==> config.mk <==
export PLATFORM = sky130hd
export DESIGN_NAME = trap_subsys_top
export DESIGN_NICKNAME = d
export VERILOG_FILES = /design/src/logic/csr_bus_pkg.sv /design/src/logic/trap_pkg.sv /design/src/logic/cycle_counter.sv /design/src/logic/exception_ctrl_u.sv /design/src/logic/trap_csr_file.sv /design/src/logic/trap_fsm.sv /design/src/logic/trap_subsys_top.sv
export VERILOG_INCLUDE_DIRS = /design/src /design/src/include
export SDC_FILE = /design/constraint.sdc
export NUM_CORES = 1
export LEC_CHECK = 0
export ABC_AREA = 1
export BUFFER_PORTS_ARGS = -buffer_cell sky130_fd_sc_hd__buf_2
export CORE_AREA = 8 8 134 198
export DETAILED_ROUTE_END_ITERATION = 8
export DIE_AREA = 0 0 142 206
export PLACE_DENSITY = 0.72
export SKIP_LAST_GASP = 1
export SLEW_MARGIN = 15
export SYNTH_ARGS = -nofsm -noshare
export SYNTH_HDL_FRONTEND = slang
export SYNTH_SLANG_ARGS = --single-unit
==> constraint.sdc <==
create_clock -name clk -period 4.82 [get_ports clk]
set_input_delay 0.482 -clock clk [delete_from_list [all_inputs] [get_ports clk]]
set_output_delay 0.482 -clock clk [all_outputs]
set_load 0.02 [all_outputs]
==> src/include/trap_config.svh <==
`ifndef TRAP_CONFIG_SVH
`define TRAP_CONFIG_SVH

// Data and PC width
`define TRAP_XLEN 32

// Wishbone word address width
// Covers the six CSR slots plus two unmapped ones
`define TRAP_CSR_AW 3

// epc value shown while no exception is raised
`define TRAP_RESET_VECTOR 32'h0001_0000

// Trap handler base out of reset
`define TRAP_MTVEC_RESET 32'h0000_0100

// mcycle is always a full 64-bit count
`define TRAP_CYCLE_W 64

`endif

==> src/logic/csr_bus_pkg.sv <==
package csr_bus_pkg;

    `include "trap_config.svh"

    // Wishbone classic request, master to slave
    // Held steady by the master until ack
    typedef struct packed {
        logic                    cyc;
        logic                    stb;
        logic                    we;
        // Word address into the CSR map
        logic [`TRAP_CSR_AW-1:0] adr;
        logic [`TRAP_XLEN-1:0]   dat_w;
    } wb_req_t;

    // Wishbone classic response, slave to master
    typedef struct packed {
        // Single-cycle ack
        logic                  ack;
        // Valid while ack is high
        logic [`TRAP_XLEN-1:0] dat_r;
    } wb_rsp_t;

    // CSR word address map
    // Slots 6 and 7 are unmapped and read zero
    typedef enum logic [`TRAP_CSR_AW-1:0] {
        MTVEC     = 3'd0,
        MEPC      = 3'd1,
        MCAUSE    = 3'd2,
        MTVAL     = 3'd3,
        MCYCLE_LO = 3'd4,
        MCYCLE_HI = 3'd5
    } csr_addr_e;

    // Bus write into one half of mcycle
    typedef struct packed {
        logic                  lo_we;
        logic                  hi_we;
        logic [`TRAP_XLEN-1:0] data;
    } cnt_wr_t;

endpackage

==> src/logic/trap_pkg.sv <==
package trap_pkg;

    `include "trap_config.svh"

    // Machine exception cause codes
    // Only the fetch misalignment is detected here
    typedef enum logic [1:0] {
        EXC_NONE              = 2'd0,
        EXC_I_ADDR_MISALIGNED = 2'd1
    } exc_cause_e;

    // Trap sequencer states
    typedef enum logic [1:0] {
        TS_IDLE,
        TS_COMMIT,
        TS_REDIRECT
    } trap_state_e;

    // One trap event as seen in ID
    typedef struct packed {
        // Why the trap happened
        exc_cause_e            cause;
        // PC of the faulting instruction
        logic [`TRAP_XLEN-1:0] epc;
        // Faulting address for misalignment
        logic [`TRAP_XLEN-1:0] tval;
    } trap_rec_t;

endpackage

==> src/logic/cycle_counter.sv <==
`timescale 1ns/1ps

`include "trap_config.svh"

module cycle_counter (
    input  logic                     clk,
    input  logic                     rst_n,
    // Half-word loads decoded by the CSR file
    input  csr_bus_pkg::cnt_wr_t     cnt_wr,
    output logic [`TRAP_CYCLE_W-1:0] mcycle
);

    logic [`TRAP_CYCLE_W-1:0] count_inc;

    // Carry from the low half still reaches the high half
    assign count_inc = mcycle + `TRAP_CYCLE_W'(1);

    always_ff @(posedge clk)
    begin
        if (!rst_n)
        begin
            mcycle <= '0;
        end
        else
        begin
            mcycle <= count_inc;
            // Loaded half takes the bus data
            // The other half keeps counting
            if (cnt_wr.lo_we)
                mcycle[`TRAP_XLEN-1:0] <= cnt_wr.data;
            if (cnt_wr.hi_we)
                mcycle[`TRAP_CYCLE_W-1:`TRAP_XLEN] <= cnt_wr.data;
        end
    end

endmodule

==> src/logic/exception_ctrl_u.sv <==
`timescale 1ns/1ps

`include "trap_config.svh"

module exception_ctrl_u (
    // PC of the instruction now in ID
    input  logic [`TRAP_XLEN-1:0] pc_in_id,
    // Misaligned fetch flag carried over from IF
    input  logic                  i_addr_misaligned,
    // Instruction ahead resolved as a taken jump
    input  logic                  jump,
    output logic                  exception_raised,
    output trap_pkg::trap_rec_t   exception
);

    trap_pkg::exc_cause_e cause;

    // Cause selection
    always_comb
    begin
        // Jump wins, this fetch is flushed anyway
        if (jump)
            cause = trap_pkg::EXC_NONE;
        else if (i_addr_misaligned)
            cause = trap_pkg::EXC_I_ADDR_MISALIGNED;
        else
            cause = trap_pkg::EXC_NONE;
    end

    // epc and tval follow from the cause alone
    always_comb
    begin
        exception.cause = cause;
        if (cause == trap_pkg::EXC_NONE)
            exception.epc = `TRAP_RESET_VECTOR;
        else
            exception.epc = pc_in_id;
        case (cause)
            // Misaligned target is the fetch PC itself
            trap_pkg::EXC_I_ADDR_MISALIGNED: exception.tval = pc_in_id;
            default:                         exception.tval = '0;
        endcase
    end

    assign exception_raised = cause != trap_pkg::EXC_NONE;

endmodule

==> src/logic/trap_csr_file.sv <==
`timescale 1ns/1ps

`include "trap_config.svh"

module trap_csr_file (
    input  logic                     clk,
    input  logic                     rst_n,
    input  csr_bus_pkg::wb_req_t     wb_req,
    output csr_bus_pkg::wb_rsp_t     wb_rsp,
    // Trap commit from the sequencer
    input  logic                     commit,
    input  trap_pkg::trap_rec_t      trap_rec,
    input  logic [`TRAP_CYCLE_W-1:0] mcycle,
    output csr_bus_pkg::cnt_wr_t     cnt_wr,
    output logic [`TRAP_XLEN-1:0]    mtvec,
    output logic [`TRAP_XLEN-1:0]    mepc
);

    trap_pkg::exc_cause_e   mcause;
    logic [`TRAP_XLEN-1:0]  mtval;
    csr_bus_pkg::csr_addr_e addr;
    logic                   ack_q;
    logic                   acc;
    logic                   wr_en;
    logic [`TRAP_XLEN-1:0]  rdata_nxt;
    logic [`TRAP_XLEN-1:0]  rdata_q;

    // New access: cyc and stb seen while ack is low
    assign acc   = wb_req.cyc && wb_req.stb && !ack_q;
    assign wr_en = acc && wb_req.we;
    assign addr  = csr_bus_pkg::csr_addr_e'(wb_req.adr);

    // Counter halves live in the counter block
    assign cnt_wr.lo_we = wr_en && (addr == csr_bus_pkg::MCYCLE_LO);
    assign cnt_wr.hi_we = wr_en && (addr == csr_bus_pkg::MCYCLE_HI);
    assign cnt_wr.data  = wb_req.dat_w;

    // Ack one cycle after the request starts
    always_ff @(posedge clk)
    begin
        if (!rst_n)
            ack_q <= 1'b0;
        else
            ack_q <= acc;
    end

    always_ff @(posedge clk)
    begin
        if (!rst_n)
        begin
            mtvec  <= `TRAP_MTVEC_RESET;
            mepc   <= '0;
            mcause <= trap_pkg::EXC_NONE;
            mtval  <= '0;
        end
        else
        begin
            // mtvec is bus-only
            if (wr_en && addr == csr_bus_pkg::MTVEC)
                mtvec <= wb_req.dat_w;
            // Commit beats a bus write on the same edge
            if (commit)
            begin
                mepc   <= trap_rec.epc;
                mcause <= trap_rec.cause;
                mtval  <= trap_rec.tval;
            end
            else if (wr_en)
            begin
                case (addr)
                    csr_bus_pkg::MEPC:   mepc <= wb_req.dat_w;
                    // Only the low cause bits are stored
                    csr_bus_pkg::MCAUSE:
                        mcause <= trap_pkg::exc_cause_e'(wb_req.dat_w[1:0]);
                    csr_bus_pkg::MTVAL:  mtval <= wb_req.dat_w;
                    default:             ;
                endcase
            end
        end
    end

    // Read mux, unmapped slots give zero
    always_comb
    begin
        case (addr)
            csr_bus_pkg::MTVEC:     rdata_nxt = mtvec;
            csr_bus_pkg::MEPC:      rdata_nxt = mepc;
            csr_bus_pkg::MCAUSE:    rdata_nxt = {{(`TRAP_XLEN-2){1'b0}}, mcause};
            csr_bus_pkg::MTVAL:     rdata_nxt = mtval;
            csr_bus_pkg::MCYCLE_LO: rdata_nxt = mcycle[`TRAP_XLEN-1:0];
            csr_bus_pkg::MCYCLE_HI: rdata_nxt = mcycle[`TRAP_CYCLE_W-1:`TRAP_XLEN];
            default:                rdata_nxt = '0;
        endcase
    end

    // Read data captured with the ack
    always_ff @(posedge clk)
    begin
        if (acc)
            rdata_q <= rdata_nxt;
    end

    assign wb_rsp = '{ack: ack_q, dat_r: rdata_q};

endmodule

==> src/logic/trap_fsm.sv <==
`timescale 1ns/1ps

`include "trap_config.svh"

module trap_fsm (
    input  logic                  clk,
    input  logic                  rst_n,
    input  logic                  id_valid,
    input  logic                  mret,
    input  logic                  exception_raised,
    input  trap_pkg::trap_rec_t   exception,
    // Current CSR values read back from the CSR file
    input  logic [`TRAP_XLEN-1:0] mtvec,
    input  logic [`TRAP_XLEN-1:0] mepc,
    output logic                  commit,
    output trap_pkg::trap_rec_t   trap_rec,
    output logic                  busy,
    output logic                  redirect_valid,
    output logic [`TRAP_XLEN-1:0] redirect_pc
);

    trap_pkg::trap_state_e state;
    trap_pkg::trap_state_e state_nxt;
    // Target select, 1 for mepc on MRET
    logic                  ret_sel;
    logic                  take_trap;
    logic                  leave_idle;

    // Exception only counts with a valid ID slot
    assign take_trap = id_valid && exception_raised;

    always_comb
    begin
        state_nxt = state;
        case (state)
            trap_pkg::TS_IDLE:
            begin
                // Trap has priority over MRET
                if (take_trap)
                    state_nxt = trap_pkg::TS_COMMIT;
                else if (mret)
                    state_nxt = trap_pkg::TS_REDIRECT;
            end
            trap_pkg::TS_COMMIT:   state_nxt = trap_pkg::TS_REDIRECT;
            trap_pkg::TS_REDIRECT: state_nxt = trap_pkg::TS_IDLE;
            default:               state_nxt = trap_pkg::TS_IDLE;
        endcase
    end

    assign leave_idle = (state == trap_pkg::TS_IDLE) && (state_nxt != trap_pkg::TS_IDLE);

    always_ff @(posedge clk)
    begin
        if (!rst_n)
        begin
            state          <= trap_pkg::TS_IDLE;
            redirect_valid <= 1'b0;
            ret_sel        <= 1'b0;
        end
        else
        begin
            state          <= state_nxt;
            // One-cycle pulse, state is back in idle by then
            redirect_valid <= state == trap_pkg::TS_REDIRECT;
            if (leave_idle)
                ret_sel <= !take_trap;
        end
    end

    // Trap record and target, no reset needed
    always_ff @(posedge clk)
    begin
        if (state == trap_pkg::TS_IDLE && take_trap)
            trap_rec <= exception;
        // mtvec is sampled after the commit edge
        if (state == trap_pkg::TS_REDIRECT)
            redirect_pc <= ret_sel ? mepc : mtvec;
    end

    // CSR write strobe for the whole commit cycle
    assign commit = state == trap_pkg::TS_COMMIT;
    // Pipeline stalls outside idle
    assign busy   = state != trap_pkg::TS_IDLE;

endmodule

==> src/logic/trap_subsys_top.sv <==
`timescale 1ns/1ps

`include "trap_config.svh"

module trap_subsys_top (
    input  logic                  clk,
    input  logic                  rst_n,
    // Pipeline side
    input  logic                  id_valid,
    input  logic [`TRAP_XLEN-1:0] pc_in_id,
    input  logic                  i_addr_misaligned,
    input  logic                  jump,
    input  logic                  mret,
    output logic                  busy,
    output logic                  redirect_valid,
    output logic [`TRAP_XLEN-1:0] redirect_pc,
    // CSR bus
    input  csr_bus_pkg::wb_req_t  wb_req,
    output csr_bus_pkg::wb_rsp_t  wb_rsp
);

    logic                     exception_raised;
    trap_pkg::trap_rec_t      exception;
    logic                     commit;
    trap_pkg::trap_rec_t      trap_rec;
    logic [`TRAP_XLEN-1:0]    mtvec;
    logic [`TRAP_XLEN-1:0]    mepc;
    csr_bus_pkg::cnt_wr_t     cnt_wr;
    logic [`TRAP_CYCLE_W-1:0] mcycle;

    // ID-stage decision, zero latency
    exception_ctrl_u u_exc (
        .pc_in_id          (pc_in_id),
        .i_addr_misaligned (i_addr_misaligned),
        .jump              (jump),
        .exception_raised  (exception_raised),
        .exception         (exception)
    );

    trap_fsm u_fsm (
        .clk              (clk),
        .rst_n            (rst_n),
        .id_valid         (id_valid),
        .mret             (mret),
        .exception_raised (exception_raised),
        .exception        (exception),
        .mtvec            (mtvec),
        .mepc             (mepc),
        .commit           (commit),
        .trap_rec         (trap_rec),
        .busy             (busy),
        .redirect_valid   (redirect_valid),
        .redirect_pc      (redirect_pc)
    );

    cycle_counter u_cnt (
        .clk    (clk),
        .rst_n  (rst_n),
        .cnt_wr (cnt_wr),
        .mcycle (mcycle)
    );

    trap_csr_file u_csr (
        .clk      (clk),
        .rst_n    (rst_n),
        .wb_req   (wb_req),
        .wb_rsp   (wb_rsp),
        .commit   (commit),
        .trap_rec (trap_rec),
        .mcycle   (mcycle),
        .cnt_wr   (cnt_wr),
        .mtvec    (mtvec),
        .mepc     (mepc)
    );

endmodule

==> results.yml <==
worst_setup_path:
  worst_r2r_path_depth: 8
  crit_path_cell_trace: "nand2_1, inv_1, o21ai_1, buf_4, inv_1, buf_4, o21ai_0, a31oi_1"
  arrival_time_of_the_worst_setup_path_ns: 3.25
  critical_path.reg2reg.endpoint: "u_csr.mepc[1]$_SDFFE_PN0P_"
  required_ns: 5.28
  r2r_start: "u_fsm.state[0]$_SDFF_PN0_"
  setup.worst_path.start: "u_fsm.state[0]$_SDFF_PN0_"
  critical_path_class: "flip-flop to flip-flop"
  ff2ff_setup_slack_ns: 2.03
  critPathMaxFanout: 31
  critical_path.startpoint_type: "flip-flop"
  critPathCaptureType: "flip-flop"
  cp_slowest_cell: "inv_1"
  critPathMaxStageDelay_ns: 0.61
sta:
  final.period_utilization_pct: 57.85
  max-slew-margin-rel_pct: 23.91
  fin_crit_ns: 2.788
  hold_viol: 0
  unrepaired_setup_endpoints_after_global_routing: "no"
  tightest_slew_ns: 1.140
  fin_ws_ns: 2.032
  timing.fmax_ghz: 0.3587
  hold-worst-slack_ns: 0.2224
  setup_violations: 0
  total_negative_slack_ns: 0
  fin_worst_skew_ns: 0.02276
  maxSlewViolCount: 0
floorplan:
  starting_density_pct: 54.14
  placementRows: 69
  die_height_um: 206
  top_level_ports: 143
  dieWidth_um: 142
  core_area_um2: 23570
  dieArea_um2: 29250
synthesis:
  synthMuxAreaShare_pct: 0.9707
  synth.top_cells.by_area: "dfxtp_1, edfxtp_1, nand2_1, nor2_1, o21ai_0"
  synth_top_area_share_pct: 26.20
  synth_top_family_by_area: "simple AND/OR/NAND/NOR gates"
  synth_top_flop_cell: "dfxtp_1"
  ys_ff_latch: 265
  post_synth_xor_area_fraction_pct: 1.304
  synth-compound-area-share_pct: 16.55
  synth_top_cells_by_count: "nand2_1, nor2_1, inv_1"
  post-synth-top-count-cell: "nand2_1"
  synth-edff-count: 98
  synth-warning-count: 0
  yosys.area_share.simple_pct: 22.85
  synth.net_count: 1771
  post_synth_num_cell_types: 34
  part_of_the_yosys_area_used_for_sequential_elements_pct: 49.26
  syn_area_per_cell_um2: 7.533
  synthArstFlopShare_pct: 0
  synth.cell_area_um2: 12760
  yosys.area.top_type: "dfxtp_1"
  postSynthCellCount: 1694
  post_synth_adder_cell_area_pct: 0.09805
placement:
  place.port_buffers: 142
  gp_congestion: 1.032
  place_worst_setup_slack_ns: 1.941
  hpwl_um: 32870
  post_dp_cell_area_um2: 13670
route:
  number_of_optimization_iterations_in_the_first_detailed_route_pass: 6
  detailedRoute.firstIterationViolations: 1419
  finalWirelength_um: 44280
  wl_per_cell_um: 20.71
  route.antenna.remaining_nets: 0
  detail_route.vias_per_cell: 5.558
  vias_after_detailed_routing: 11883
  drt_drc_violations_left: 0
pwr:
  netSwitchingFraction_pct: 23.64
  cellLeakagePower_nw: 5.886
  clock_power_share_pct: 43.8
  vdd_ir_drop_max_mv: 0.3008
  powerDensity_nw_per_um2: 335.0
  p_switching_mw: 1.153
  power_frac_seq_pct: 49.7
  power.combinational.fraction_pct: 6.6
  power.internal_mw: 3.724
min_path:
  timing.hold.worst.class: "input port to flip-flop"
  hold_depth: 3
  hold_path_end: "u_fsm.trap_rec[20]$_SDFFCE_PP0P_"
  worstHoldStart: "pc_in_id[20]"
flow_run:
  maxCapViolations: 0
final_layout:
  antenna_cells: 0
  stdcell_area_um2: 14560
  num-nets-final: 1876
  area_of_the_multi_input_gates_um2: 5353
  final-seq-area_um2: 6287
  area_delta_synth_final_pct: 14.08
  final_layout_size_suffix_gt1_share_pct: 13.25
  fillers: 2166
global_routing:
  grt_pass1_vias: 11712
  grt_max_degree: 65
  wire_length_of_the_first_global_routing_pass_um: 66810
  globalRouteOverflowTotal: 0
  grt_use_total_pct: 30.30
  initial_antenna_violation_count: 0
run_status:
  run_status: "finished clean"
clocking:
  post_cts_resized: 0
  clock_tree_buffer_depth: 3
  clock_pin_slew_reported_for_the_worst_setup_and_hold_paths_after_clock_tree_synthesis_ns: 0.06
  tritoncts_clock_tree: "done"
  cts_made_buffers: 26
  cts_sinks: 265
  cts.root.buffer_cell: "clkbuf_16"
  cts.repair_timing.setup_buffer_count: 0
  post_cts_hold_buffer_count: 0
  clkLatencyLatePin_ns: 0.55
  htreeDepth: 1
==> critical path, delay by kind of cell (launching register included) <==
| kind | cells | cell delay (ns) |
|---|---|---|
| compound gates | 3 | 0.43 |
| simple gates | 1 | 0.17 |
| buf+inv | 4 | 1.67 |
| flops | 1 | 0.43 |
==> per-stage QoR <==
stage / std cells / power, mW / util, %
after floorplan: 1694 / 2.651 / -
after global placement: 2090 / 2.783 / 58.01
after detailed placement: 2090 / 2.787 / 58.01
after CTS: 2138 / 4.895 / 61.77
after global routing: 2138 / 5.015 / 61.77
final: 2138 / 4.877 / 61.77
==> cell families after synthesis <==
family          after synthesis
fa+ha+maj                     1
xor+xnor                     19
buf+inv                     297
compound gates              385
simple gates                716
mux                          11
flops                       265
==> sequential cells by signal, summed over array words and instances, names as in the netlist <==
register / cells
u_cnt.mcycle: 64
u_csr.ack_q: 1
u_csr.mcause: 2
u_csr.mepc: 32
u_csr.mtval: 32
u_csr.mtvec: 32
u_csr.rdata_q: 32
u_fsm.redirect_pc: 32
u_fsm.redirect_valid: 1
u_fsm.ret_sel: 1
u_fsm.state: 2
u_fsm.trap_rec: 34
==> final cells by class <==
class,instances,area share [%]
Clock buffer,32,4.839
Clock inverter,16,1.238
Inverter,218,5.621
Multi-Input combinational cell,1132,36.77
Sequential cell,265,43.19
Tap cell,319,2.742
Timing Repair Buffer,156,5.604
==> placed cells by master (no fill, tap or decap), drive strengths merged, types with 32 or more instances in the layout <==
cell    synthesis  routed
nand3          57      57
inv           218     218
edfxtp         98      98
a21oi         108     108
dfxtp         167     167
clkbuf         56      32
nand2         348     348
buf            23     156
nor2          297     297
o21ai         196     196
==> per-layer routing <==
metal	GRT usage (%)	wire length (um)	vias up
met4	20.49	2972	0
met5	0	0	-
met1	35.51	17020	5513
met2	50.75	21250	517
li1	-	-	5738
met3	4.277	3040	115
==> how the worst max path moves through the flow <==
| stage | end | slack [ns] | depth (start not counted) |
|---|---|---|---|
| final | u_csr.mepc[1]$_SDFFE_PN0P_ | 2.03 | 8 |
| after global routing | u_csr.mepc[0]$_SDFFE_PN0P_ | 1.79 | 8 |
| after CTS | u_csr.mepc[1]$_SDFFE_PN0P_ | 2.07 | 8 |
| after detailed placement | u_csr.mepc[0]$_SDFFE_PN0P_ | 1.94 | 10 |
| after global placement | u_csr.mepc[1]$_SDFFE_PN0P_ | 2.02 | 10 |
| after floorplan | u_cnt.mcycle[6]$_SDFF_PN0_ | 1.61 | 8 |
==> power groups by stage <==
| stage | Sequential (mW) | Clock (mW) | Combinational (mW) |
|---|---|---|---|
| 2_1_floorplan | 2.48 | 0 | 0.173 |
| 3_3_place_gp | 2.47 | 0 | 0.312 |
| 3_5_place_dp | 2.47 | 0 | 0.315 |
| 4_1_cts | 2.42 | 2.16 | 0.317 |
| 5_1_grt | 2.43 | 2.24 | 0.349 |
| 6_report | 2.42 | 2.13 | 0.319 |
No activity file was read; power rests on OpenSTA's default activity.
